<file path="src/exwb_pkg.sv">
// execute/writeback cluster shared definitions
// widths, credit and multiply constants, operation and payload types
package exwb_pkg;

    localparam int XLEN       = 32;
    localparam int REG_ADDR_W = 5;
    localparam int NUM_REGS   = 32;
    localparam int WB_CREDITS = 2;   // queue slots per unit in writeback
    localparam int CREDIT_W   = 2;
    localparam int MUL_STEPS  = 32;  // one partial product per step

    typedef enum logic [2:0] {
        OP_ADD,
        OP_SUB,
        OP_AND,
        OP_OR,
        OP_XOR,
        OP_ADDI,
        OP_MUL
    } op_e;

    // decoded operation at the issue port
    typedef struct packed {
        op_e                   op;
        logic [REG_ADDR_W-1:0] rd;
        logic [REG_ADDR_W-1:0] rs1;
        logic [REG_ADDR_W-1:0] rs2;
        logic [XLEN-1:0]       imm;
    } issue_t;

    // operands already resolved, b is imm for addi
    typedef struct packed {
        op_e                   op;
        logic [REG_ADDR_W-1:0] rd;
        logic [XLEN-1:0]       a;
        logic [XLEN-1:0]       b;
    } exec_req_t;

    typedef struct packed {
        logic [REG_ADDR_W-1:0] rd;
        logic [XLEN-1:0]       data;
    } wb_t;

endpackage

</file>
<file path="src/alu_unit.sv">
// single cycle ALU with registered result
// holds writeback credits for its arbiter queue
`timescale 1ns/10ps

module alu_unit
    import exwb_pkg::*;
(
    input  logic      clk,
    input  logic      rst_i,
    input  logic      fire_i,
    input  exec_req_t req_i,
    output logic      credit_ok_o,
    input  logic      credit_ret_i,
    output logic      res_valid_o,
    output wb_t       res_o
);

    logic [CREDIT_W-1:0] credit_q;
    logic                res_valid_q;
    wb_t                 res_q;
    logic [XLEN-1:0]     alu_out;

    always_comb begin
        case (req_i.op)
            OP_ADD, OP_ADDI: alu_out = req_i.a + req_i.b;
            OP_SUB:          alu_out = req_i.a - req_i.b;
            OP_AND:          alu_out = req_i.a & req_i.b;
            OP_OR:           alu_out = req_i.a | req_i.b;
            OP_XOR:          alu_out = req_i.a ^ req_i.b;
            default:         alu_out = '0;  // mul never routed here
        endcase
    end

    always_ff @(posedge clk) begin
        if (rst_i) begin
            res_valid_q <= 1'b0;
            credit_q    <= CREDIT_W'(WB_CREDITS);
        end else begin
            res_valid_q <= fire_i;
            // slot reserved at fire, given back when the arbiter retires it
            credit_q    <= credit_q - CREDIT_W'(fire_i) + CREDIT_W'(credit_ret_i);
        end
    end

    always_ff @(posedge clk) begin
        if (fire_i) begin
            res_q.rd   <= req_i.rd;
            res_q.data <= alu_out;
        end
    end

    assign credit_ok_o = (credit_q != '0);
    assign res_valid_o = res_valid_q;
    assign res_o       = res_q;

    // hazard unit must respect the credit count
    a_fire_has_credit: assert property (@(posedge clk) disable iff (rst_i)
        fire_i |-> (credit_q != '0));

endmodule

</file>
<file path="src/exwb_top.sv">
// execute and writeback cluster top
// register file, hazard scoreboard, ALU, multiplier and writeback arbiter
`timescale 1ns/10ps

module exwb_top
    import exwb_pkg::*;
(
    input  logic   clk,
    input  logic   rst_i,
    input  logic   issue_valid_i,
    input  issue_t issue_i,
    output logic   issue_ready_o,
    output logic   retire_valid_o,
    output wb_t    retire_o
);

    logic [XLEN-1:0] rdata1;
    logic [XLEN-1:0] rdata2;
    exec_req_t       exec_req;
    logic            alu_fire;
    logic            mul_fire;
    logic            alu_ok;
    logic            mul_ok;
    logic            alu_ret;
    logic            mul_ret;
    logic            alu_valid;
    logic            mul_valid;
    wb_t             alu_res;
    wb_t             mul_res;

    // operands straight from the register file, imm replaces rs2 for addi
    assign exec_req = '{op: issue_i.op,
                        rd: issue_i.rd,
                        a:  rdata1,
                        b:  (issue_i.op == OP_ADDI) ? issue_i.imm : rdata2};

    gpr_file u_gpr_file (
        .clk      (clk),
        .rst_i    (rst_i),
        .raddr1_i (issue_i.rs1),
        .raddr2_i (issue_i.rs2),
        .rdata1_o (rdata1),
        .rdata2_o (rdata2),
        .we_i     (retire_valid_o),
        .wr_i     (retire_o)
    );

    hazard_unit u_hazard_unit (
        .clk            (clk),
        .rst_i          (rst_i),
        .issue_valid_i  (issue_valid_i),
        .issue_i        (issue_i),
        .alu_ok_i       (alu_ok),
        .mul_ok_i       (mul_ok),
        .retire_valid_i (retire_valid_o),
        .retire_rd_i    (retire_o.rd),
        .issue_ready_o  (issue_ready_o),
        .alu_fire_o     (alu_fire),
        .mul_fire_o     (mul_fire)
    );

    alu_unit u_alu_unit (
        .clk          (clk),
        .rst_i        (rst_i),
        .fire_i       (alu_fire),
        .req_i        (exec_req),
        .credit_ok_o  (alu_ok),
        .credit_ret_i (alu_ret),
        .res_valid_o  (alu_valid),
        .res_o        (alu_res)
    );

    muldiv_unit u_muldiv_unit (
        .clk          (clk),
        .rst_i        (rst_i),
        .fire_i       (mul_fire),
        .req_i        (exec_req),
        .credit_ok_o  (mul_ok),
        .credit_ret_i (mul_ret),
        .res_valid_o  (mul_valid),
        .res_o        (mul_res)
    );

    wb_arbiter u_wb_arbiter (
        .clk            (clk),
        .rst_i          (rst_i),
        .alu_valid_i    (alu_valid),
        .alu_res_i      (alu_res),
        .mul_valid_i    (mul_valid),
        .mul_res_i      (mul_res),
        .alu_credit_o   (alu_ret),
        .mul_credit_o   (mul_ret),
        .retire_valid_o (retire_valid_o),
        .retire_o       (retire_o)
    );

endmodule

</file>
<file path="src/gpr_file.sv">
// general purpose register file
// two async read ports, one write port fed by writeback
`timescale 1ns/10ps

module gpr_file
    import exwb_pkg::*;
(
    input  logic                  clk,
    input  logic                  rst_i,
    input  logic [REG_ADDR_W-1:0] raddr1_i,
    input  logic [REG_ADDR_W-1:0] raddr2_i,
    output logic [XLEN-1:0]       rdata1_o,
    output logic [XLEN-1:0]       rdata2_o,
    input  logic                  we_i,
    input  wb_t                   wr_i
);

    logic [XLEN-1:0] regs_q [NUM_REGS];

    always_ff @(posedge clk) begin
        if (rst_i) begin
            for (int i = 0; i < NUM_REGS; i++) begin
                regs_q[i] <= '0;
            end
        end else if (we_i && (wr_i.rd != '0)) begin  // x0 writes dropped
            regs_q[wr_i.rd] <= wr_i.data;
        end
    end

    // x0 hardwired to zero
    assign rdata1_o = (raddr1_i == '0) ? '0 : regs_q[raddr1_i];
    assign rdata2_o = (raddr2_i == '0) ? '0 : regs_q[raddr2_i];

endmodule

</file>
<file path="src/hazard_unit.sv">
// scoreboard with one busy bit per register
// stalls issue on RAW/WAW conflicts and steers accepted ops to a unit
`timescale 1ns/10ps

module hazard_unit
    import exwb_pkg::*;
(
    input  logic                  clk,
    input  logic                  rst_i,
    input  logic                  issue_valid_i,
    input  issue_t                issue_i,
    input  logic                  alu_ok_i,
    input  logic                  mul_ok_i,
    input  logic                  retire_valid_i,
    input  logic [REG_ADDR_W-1:0] retire_rd_i,
    output logic                  issue_ready_o,
    output logic                  alu_fire_o,
    output logic                  mul_fire_o
);

    logic [NUM_REGS-1:0] busy_q;   // bit 0 never set
    logic                is_mul;
    logic                rs2_used;
    logic                conflict;
    logic                accept;

    assign is_mul   = (issue_i.op == OP_MUL);
    assign rs2_used = (issue_i.op != OP_ADDI);
    assign conflict = busy_q[issue_i.rs1] | busy_q[issue_i.rd]
                    | (rs2_used & busy_q[issue_i.rs2]);

    assign issue_ready_o = !conflict && (is_mul ? mul_ok_i : alu_ok_i);
    assign accept        = issue_valid_i && issue_ready_o;
    assign alu_fire_o    = accept && !is_mul;
    assign mul_fire_o    = accept && is_mul;

    always_ff @(posedge clk) begin
        if (rst_i) begin
            busy_q <= '0;
        end else begin
            if (retire_valid_i) busy_q[retire_rd_i] <= 1'b0;
            // accepted rd is free, so never the same bit as the retire
            if (accept && (issue_i.rd != '0)) busy_q[issue_i.rd] <= 1'b1;
        end
    end

    a_retire_busy: assert property (@(posedge clk) disable iff (rst_i)
        (retire_valid_i && (retire_rd_i != '0)) |-> busy_q[retire_rd_i]);

endmodule

</file>
<file path="src/muldiv_unit.sv">
// iterative shift-add multiplier, low word of the product only
// busy for MUL_STEPS cycles, then presents the result for one cycle
`timescale 1ns/10ps

module muldiv_unit
    import exwb_pkg::*;
(
    input  logic      clk,
    input  logic      rst_i,
    input  logic      fire_i,
    input  exec_req_t req_i,
    output logic      credit_ok_o,
    input  logic      credit_ret_i,
    output logic      res_valid_o,
    output wb_t       res_o
);

    localparam int CNT_W = $clog2(MUL_STEPS + 1);

    logic [CNT_W-1:0]      step_q;    // steps left, zero when idle
    logic [CREDIT_W-1:0]   credit_q;
    logic                  res_valid_q;
    logic [XLEN-1:0]       acc_q;
    logic [XLEN-1:0]       mcand_q;
    logic [XLEN-1:0]       mplier_q;
    logic [REG_ADDR_W-1:0] rd_q;
    logic [XLEN-1:0]       acc_next;
    logic                  busy;

    assign busy     = (step_q != '0);
    assign acc_next = mplier_q[0] ? (acc_q + mcand_q) : acc_q;

    always_ff @(posedge clk) begin
        if (rst_i) begin
            step_q      <= '0;
            res_valid_q <= 1'b0;
            credit_q    <= CREDIT_W'(WB_CREDITS);
        end else begin
            res_valid_q <= (step_q == CNT_W'(1));  // last step this edge
            if (fire_i) begin
                step_q <= CNT_W'(MUL_STEPS);
            end else if (busy) begin
                step_q <= step_q - 1'b1;
            end
            credit_q <= credit_q - CREDIT_W'(fire_i) + CREDIT_W'(credit_ret_i);
        end
    end

    // datapath, meaningful only while busy or presenting
    always_ff @(posedge clk) begin
        if (fire_i) begin
            acc_q    <= '0;
            mcand_q  <= req_i.a;
            mplier_q <= req_i.b;
            rd_q     <= req_i.rd;
        end else if (busy) begin
            acc_q    <= acc_next;
            mcand_q  <= mcand_q << 1;   // upper bits fall off, low word only
            mplier_q <= mplier_q >> 1;
        end
    end

    assign credit_ok_o = !busy && (credit_q != '0);
    assign res_valid_o = res_valid_q;
    assign res_o       = '{rd: rd_q, data: acc_q};

    // a second multiply would corrupt the one in progress
    a_no_fire_busy: assert property (@(posedge clk) disable iff (rst_i)
        fire_i |-> !busy);

endmodule

</file>
<file path="src/wb_arbiter.sv">
// writeback arbiter with one small result queue per unit
// multiplier queue wins, one retire per cycle, credit returned on pop
`timescale 1ns/10ps

module wb_arbiter
    import exwb_pkg::*;
(
    input  logic clk,
    input  logic rst_i,
    input  logic alu_valid_i,
    input  wb_t  alu_res_i,
    input  logic mul_valid_i,
    input  wb_t  mul_res_i,
    output logic alu_credit_o,
    output logic mul_credit_o,
    output logic retire_valid_o,
    output wb_t  retire_o
);

    localparam int PTR_W = $clog2(WB_CREDITS);

    // queue 0 holds alu results, queue 1 multiplier results
    wb_t                 q_mem  [2][WB_CREDITS];
    logic [PTR_W-1:0]    wr_ptr [2];
    logic [PTR_W-1:0]    rd_ptr [2];
    logic [CREDIT_W-1:0] q_cnt  [2];
    logic                push   [2];
    logic                pop    [2];
    wb_t                 push_data [2];
    logic                retire_valid_q;
    wb_t                 retire_q;

    assign push[0]      = alu_valid_i;
    assign push[1]      = mul_valid_i;
    assign push_data[0] = alu_res_i;
    assign push_data[1] = mul_res_i;

    assign pop[1] = (q_cnt[1] != '0);
    assign pop[0] = (q_cnt[0] != '0) && !pop[1];  // fixed priority

    always_ff @(posedge clk) begin
        if (rst_i) begin
            for (int i = 0; i < 2; i++) begin
                wr_ptr[i] <= '0;
                rd_ptr[i] <= '0;
                q_cnt[i]  <= '0;
            end
            retire_valid_q <= 1'b0;
        end else begin
            for (int i = 0; i < 2; i++) begin
                if (push[i]) begin
                    wr_ptr[i] <= (wr_ptr[i] == PTR_W'(WB_CREDITS - 1)) ? '0 : wr_ptr[i] + 1'b1;
                end
                if (pop[i]) begin
                    rd_ptr[i] <= (rd_ptr[i] == PTR_W'(WB_CREDITS - 1)) ? '0 : rd_ptr[i] + 1'b1;
                end
                q_cnt[i] <= q_cnt[i] + CREDIT_W'(push[i]) - CREDIT_W'(pop[i]);
            end
            retire_valid_q <= pop[0] | pop[1];
        end
    end

    always_ff @(posedge clk) begin
        for (int i = 0; i < 2; i++) begin
            if (push[i]) q_mem[i][wr_ptr[i]] <= push_data[i];
        end
        retire_q <= pop[1] ? q_mem[1][rd_ptr[1]] : q_mem[0][rd_ptr[0]];
    end

    assign alu_credit_o   = pop[0];
    assign mul_credit_o   = pop[1];
    assign retire_valid_o = retire_valid_q;
    assign retire_o       = retire_q;

    // units must never send beyond their credits
    a_alu_no_overflow: assert property (@(posedge clk) disable iff (rst_i)
        alu_valid_i |-> (q_cnt[0] != CREDIT_W'(WB_CREDITS)));
    a_mul_no_overflow: assert property (@(posedge clk) disable iff (rst_i)
        mul_valid_i |-> (q_cnt[1] != CREDIT_W'(WB_CREDITS)));

endmodule
</file>
<file path="config.mk">
export PLATFORM = sky130hd
export DESIGN_NAME = exwb_top
export DESIGN_NICKNAME = d
export VERILOG_FILES = /design/src/exwb_pkg.sv /design/src/alu_unit.sv /design/src/exwb_top.sv /design/src/gpr_file.sv /design/src/hazard_unit.sv /design/src/muldiv_unit.sv /design/src/wb_arbiter.sv
export SDC_FILE = /design/constraint.sdc
export NUM_CORES = 2
export LEC_CHECK = 0
export BUFFER_PORTS_ARGS = -buffer_cell sky130_fd_sc_hd__buf_2
export CAP_MARGIN = 15
export CORE_ASPECT_RATIO = 1.1
export CORE_MARGIN = 5
export CORE_UTILIZATION = 33
export DETAILED_ROUTE_END_ITERATION = 6
export SLEW_MARGIN = 10
export SYNTH_ARGS = -nofsm -noshare
export SYNTH_HDL_FRONTEND = slang
export SYNTH_SLANG_ARGS = --single-unit
</file>
<file path="constraint.sdc">
create_clock -name clk -period 10.6 [get_ports clk]
set_clock_uncertainty 0.15 [all_clocks]
set_input_delay 0 -clock clk [delete_from_list [all_inputs] [get_ports clk]]
set_output_delay 0 -clock clk [all_outputs]
set_load 0.1 [all_outputs]
</file>
======== Yosys cells after proc, flatten, opt, wreduce, memory -nomap -nowiden ========
Memories as Yosys holds them, arrays and structs flattened.
Index checks and enable logic that the tools add are counted.
W data, S select, Z words.
operators by class
  bitwise operators ....................... 20
  reduce and logical (&&, ||, !) cells .... 31
  eq/ne operators ......................... 8
  add/sub/neg operators ................... 16
  muxes and demuxes ....................... 68
  magnitude comparators ................... 12
operators with widths
  kind                  count
  $mux W32              11
  $mux W37              9
  $pmux W32 S5          1
  $mux W74              2
  $demux W37 S1         2
  $add A32 B32 Y32      2
  $and A32 B32 Y32      2
  $or A32 B32 Y32       2
  $mux W1               33
  $not A32 Y32          1
  $reduce_or A32 Y1     1
  $sub A32 B32 Y32      1
  $xor A32 B32 Y32      1
  $lt A5 B6 Y1 const B  4
  $bmux W1 S5           3
  $logic_and A1 B1 Y1   12
  $mux W6               2
  $demux W1 S5          2
  $ge A5 B1 Y1 const B  2
  $logic_not A5 Y1      2
  $reduce_bool A2 Y1    5
  $reduce_bool A5 Y1    2
  $eq A3 B3 Y1 const B  3
  $or A1 B1 Y1          9
  other kinds (19)      41
storage, ports and cells
  bits in writable memories ............... 1180
  output and inout bits ................... 39
  word-level logic and storage cells ...... 176
  register bits after elaboration ......... 220
  memories kept ........................... 5
  input port bits ......................... 53
memories
  memory               depth  bits a word  read ports  clocked after Yosys merged registers in  write ports  line              source
  u_gpr_file.regs_q    32     32           2           0                                        32           gpr_file.sv:18    logic [XLEN-1:0] regs_q [NUM_REGS];
  u_wb_arbiter.q_mem   2      74           2           0                                        2            wb_arbiter.sv:23  wb_t q_mem [2][WB_CREDITS];
  u_wb_arbiter.q_cnt   2      2            2           0                                        2            wb_arbiter.sv:26  logic [CREDIT_W-1:0] q_cnt [2];
  u_wb_arbiter.rd_ptr  2      1            2           0                                        2            wb_arbiter.sv:25  logic [PTR_W-1:0] rd_ptr [2];
  u_wb_arbiter.wr_ptr  2      1            2           0                                        2            wb_arbiter.sv:24  logic [PTR_W-1:0] wr_ptr [2];

======== Logic depth before layout (Yosys ltp) ========
  word-level depth ........................ 10
  gate-level depth with buffers ........... 30
  mapped depth without buffers ............ 26

======== Modules after synthesis ========
From an unflattened synthesis, not the netlist that was laid out.
second synthesis, totals
  cell total of the unflattened synthesis .. 5367
  area total of the unflattened synthesis .. 75844.0 um^2
by module, submodules not included
  module       instances  cells each  area an instance (um^2)
  gpr_file     1          3502        54253.3
  wb_arbiter   1          349         6920.4
  muldiv_unit  1          590         6281.0
  alu_unit     1          625         5360.1
  hazard_unit  1          265         2502.4
  exwb_top     1          36          526.8

======== Least setup slack after synthesis ========
No wires, ideal clock.
  path kind ............................... input to register
  start point ............................. input issue_i[33] in the netlist's numbering
  end point ............................... register u_alu_unit.credit_q[1]
  cell stages on the path ................. 17
  data required time ...................... 10.333 ns
  setup time .............................. 0.117 ns
  path buffers ............................ 4
  path slack .............................. 3.047 ns
  data arrival time ....................... 7.286 ns
  cell sequence ........................... buf_4 > buf_2 > buf_2 > buf_1 > mux4_2 > mux4_2 > nand2_1 > a21oi_1 > nor3_1 > nand2_1 > nor2_1 > ha_1 > inv_1 > ha_1 > xor2_1 > xnor2_1 > nand2b_1
between the ends
  longest elaborated chain between the ends .. 10
ends and longest elaborated chain
  what                           line               source
  start, declared                exwb_top.sv:11     input issue_t issue_i,
  $bmux W1 S5                    hazard_unit.sv:30  | (rs2_used & busy_q[issue_i.rs2]);
  $mux W1 (implied by the code)  hazard_unit.sv:30
  $and A1 B1 Y1                  hazard_unit.sv:30
  $or A1 B1 Y1                   hazard_unit.sv:30
  $logic_not A1 Y1               hazard_unit.sv:32  assign issue_ready_o = !conflict && (is_mul ? mul_ok_i : alu_ok_i);
  $logic_and A1 B1 Y1            hazard_unit.sv:32
  via issue_ready_o              exwb_top.sv:12     output logic issue_ready_o,
  $logic_and A1 B1 Y1            hazard_unit.sv:33  assign accept = issue_valid_i && issue_ready_o;
  $logic_and A1 B1 Y1            hazard_unit.sv:34  assign alu_fire_o = accept && !is_mul;
  via alu_fire                   exwb_top.sv:20     logic alu_fire;
  $sub A2 B1 Y2                  alu_unit.sv:41     credit_q <= credit_q - CREDIT_W'(fire_i) + CREDIT_W'(credit_ret_i);
  $add A2 B1 Y2                  alu_unit.sv:41
  end signal, assigned           alu_unit.sv:37     credit_q <= CREDIT_W'(WB_CREDITS);
  end signal, assigned           alu_unit.sv:41
  end, declared                  alu_unit.sv:18     logic [CREDIT_W-1:0] credit_q;
The timed path passes the listed nets, and every way through them passes these cells. The select of a mux whose other input is x is not followed.
A chain may end at the register's enable or synchronous reset.

======== Worst setup path after layout ========
  start point ............................. input issue_i[32] in the netlist's numbering
  end point ............................... register u_alu_unit.res_q, in the netlist u_alu_unit.res_o[27] (data pin)
between the ends
  longest elaborated chain between the ends .. 5
ends and longest elaborated chain
  what                                                        line            source
  $mem_v2 Z32 W32 / $logic_not A5 Y1 (equally long branches)  --
  $mux W32 (*)                                                gpr_file.sv:32  assign rdata2_o = (raddr2_i == '0) ? '0 : regs_q[raddr2_i];
  $mux W32 (*)                                                exwb_top.sv:35  b: (issue_i.op == OP_ADDI) ? issue_i.imm : rdata2};
  $sub A32 B32 Y32, or another cell as far along              alu_unit.sv:26  OP_SUB: alu_out = req_i.a - req_i.b;
  $pmux W32 S5 (*)                                            alu_unit.sv:24  case (req_i.op)
  via u_alu_unit.alu_out[27]                                  alu_unit.sv:21  logic [XLEN-1:0] alu_out;
  end, declared                                               alu_unit.sv:20  wb_t res_q;
The timed path passes the listed nets; every way through them passes the cells marked *.

==> results.cfg <==
[drt]
ant_nets = 0
dr.pass1.iters = 7
vias_per_cell = 5.77
drc_errors = 1
drt_wl_total_mm = 256
vias = 48900
drt_iter0_drc = 6076
wl_per_cell_um = 30.2

[synthesis]
yosys.area.top_type_share_pct = 51.6
yosysSeqAreaShare_pct = 54.8
synth_edf_count = 1282
ys.flop_type = edfxtp_1
syn_area_mm2 = 0.0745
yosysWarnings = 0
synth.area.top_cells = edfxtp_1 52%, mux4_2 16%, and2_1 8.5%
synth_top_area_cell = edfxtp_1
syn_inst = 5356
avgSynthCellArea_um2 = 13.9
synthArstFlopShare_pct = 0
ys_seq_elements = 1400
synth.distinct_cells = 86

[cts]
clockBufferDepth = 3
clk_latency_ps = 810
numCtsBuffers = 147
cts_tree = done
htree_levels = 4
postCtsSetupRepairBufs = 0
root_buffer = clkbuf_16
clkSinkCount = 1400
clkTransAtPathRegs_ps = 60

[grt]
antenna_found_initial = 14
grt_pass1_wl_mm = 361
grt_start_max_net_pins = 114
grt_overflow_total = 0
grt_pass1_vias = 48700
grt_usage_pct = 21.1

[sta]
final_max_slew_viol_count = 0
fmax_mhz = 132
hold_ws_ps = 42.7
setup_viol = 0
min_period_over_period_pct = 71.7
slew_headroom_pct = 18.2
finalHoldViolCount = 0
fin_tns_setup_ps = 0
rsz0062_at_grt = no
min_period_ps = 7600
worstMarginPinSlew_ps = 1230

[pwr]
ir_drop_v = 0.000229
power_density_mw_per_mm2 = 211
power_mw = 17.7
leakage_nw = 30.3

[setup_path]
cp_common_cell = a21oi_1
required_ps = 11010
worstSetupPathType = input pin to flop
critPathBufInv = 3
cpMaxStageDelayCell = buf_4
critical_path_peak_fanout = 66
critPathArrivalTime_ps = 8010
critPathLaunchType = input pin
worst_setup_path_end_kind = flop
cp_top_family = compound AO/OA/AOI/OAI gates
cpPeakStageDelay_ps = 800

[final_layout]
area_growth_pct = 12.5
utilization_pct = 37.2
final-seq-area_mm2 = 0.0409
final-instance-count-excl-fill = 8460
multiInputGateArea_mm2 = 0.0318
layout_common_cells = 1282 x edfxtp_1, 1007 x and2_1, 544 x mux4_2, 243 x nand2_1, 195 x mux2i_1
nNetsFinal = 5557
final_common_cell = edfxtp_1
fillers = 21100
drive_gt1_share_pct = 20.8

[run_status]
violations = design-rule violations
status = finished with violations

[floorplanning]
fp-row-count = 183
initial_core_util_pct = 33.1
dieArea_mm2 = 0.236
coreArea_mm2 = 0.225
io_pins = 92
die_w_um = 463
die_height_um = 508

[worst_hold_path]
hold_class = input pin to flop

[placement]
finalWeightedCongestion = 0.901
port_buffers = 91
place.detailed.instances = 8130
dp_hpwl_mm = 159

[run]
drv_cap = 0
-- Yosys cell counts (all sizes together), types with 5 or more instances --
library cell and count:
edfxtp 1282, and2 1009, mux4 546, clkbuf 331, nand2 243, mux2i 195, a21oi 189, nor2 169
o21ai 153, ha 133, buf 126, dfxtp 118, inv 102, a22oi 69, xnor2 67, nor2b 65
a211oi 54, nand3 43, or2 39, o221ai 38, nor3 36, a21o 35, mux2 30, xor2 26
o22ai 20, a221oi 16, a31oi 16, nand2b 16, a211o 14, o211ai 13, o31ai 13, nand4 12
or3 11, and3 10, o21bai 10, a2111oi 8, nor4 8, o21a 8, o22a 8, nand3b 7
a221o 6, o2111ai 6, a22o 5, o31a 5
-- kinds of logic (layout without fill, tap and decap cells) --
family / Yosys count / after routing / share of synthesized area (%)
AOI/OAI and AO/OA: 704 / 704 / 6.23
xor gates and xnor gates: 93 / 93 / 1.09
adders and majority gates: 135 / 135 / 2.29
buffers and inverters: 561 / 665 / 3.19
DFF: 1400 / 1400 / 54.8
muxes: 771 / 771 / 19.6
other: 1 / 41 / 0.00503
and+or+nand+nor: 1691 / 1691 / 12.8
-- cell type report --
type / count / area share, %
diodes: 9 / 0.0269
multi-input cells: 3426 / 37.9
inverters: 104 / 0.466
repair buffers: 290 / 2.69
flip-flops and latches: 1400 / 48.7
clock inverters: 88 / 1.15
well taps: 2960 / 4.42
clock buffers: 183 / 4.60
-- metrics by stage --
| stage | setup WS, ps | instance area, µm² |
|---|---|---|
| detailed placement | 2720 | 78400 |
| floorplan | 3050 | 74700 |
| global placement | 2700 | 78400 |
| finish | 3000 | 83800 |
| global route | 2710 | 83800 |
| CTS | 3330 | 83700 |
-- layer usage --
metal / track usage [%] / part of all wire [%] / up-vias / wire (µm)
met1: 26.2 / 37 / 25100 / 95800
met4: 10.2 / 5.3 / 2 / 13500
li1: - / - / 20300 / -
met2: 35.8 / 48 / 2776 / 124000
met5: 0 / 0.0051 / - / 13
met3: 3.91 / 8.9 / 612 / 22800
-- state kept, by name, indices dropped and copies added (netlist names) --
register	flops
u_wb_arbiter.wr_ptr	2
u_muldiv_unit.step_q	6
u_wb_arbiter.retire_o	37
u_hazard_unit.busy_q	32
u_wb_arbiter.q_mem	148
u_alu_unit.credit_q	2
u_muldiv_unit.rd_q	5
u_gpr_file.regs_q	1024
u_wb_arbiter.q_cnt	4
u_muldiv_unit.acc_q	32
u_muldiv_unit.mcand_q	32
u_wb_arbiter.rd_ptr	2
u_wb_arbiter.retire_valid_o	1
u_alu_unit.res_valid_o	1
u_muldiv_unit.credit_q	2
u_alu_unit.res_o	37
u_muldiv_unit.res_valid_o	1
u_muldiv_unit.mplier_q	32
-- timing repair --
action / 4_1_cts / 5_1_grt
hold buffers: 44 / 0
gates resized for setup: 0 / 0
endpoints found under the setup margin: 0 / 0
hold endpoints to repair: 157 / 0
-- power by group --
part	leakage, nW	internal, mW	switching, mW
registers	14.0	6.85	0.507
clock network	2.33	2.96	2.29
logic	14.0	1.61	3.49
-- worst paths after layout --
check,end,start,cells after the start,slack [ps]
worst max-delay path,u_alu_unit.res_o[27],issue_i[32],27,3000
worst min-delay path,u_alu_unit.res_o[32],issue_i[42],2,40
worst max register to register,u_alu_unit.res_o[27],u_gpr_file.regs_q[24][1],25,3410
worst min register to register,u_wb_arbiter.q_mem[0][72],u_alu_unit.res_o[35],0,300
Power figures use the tool's default switching activity.
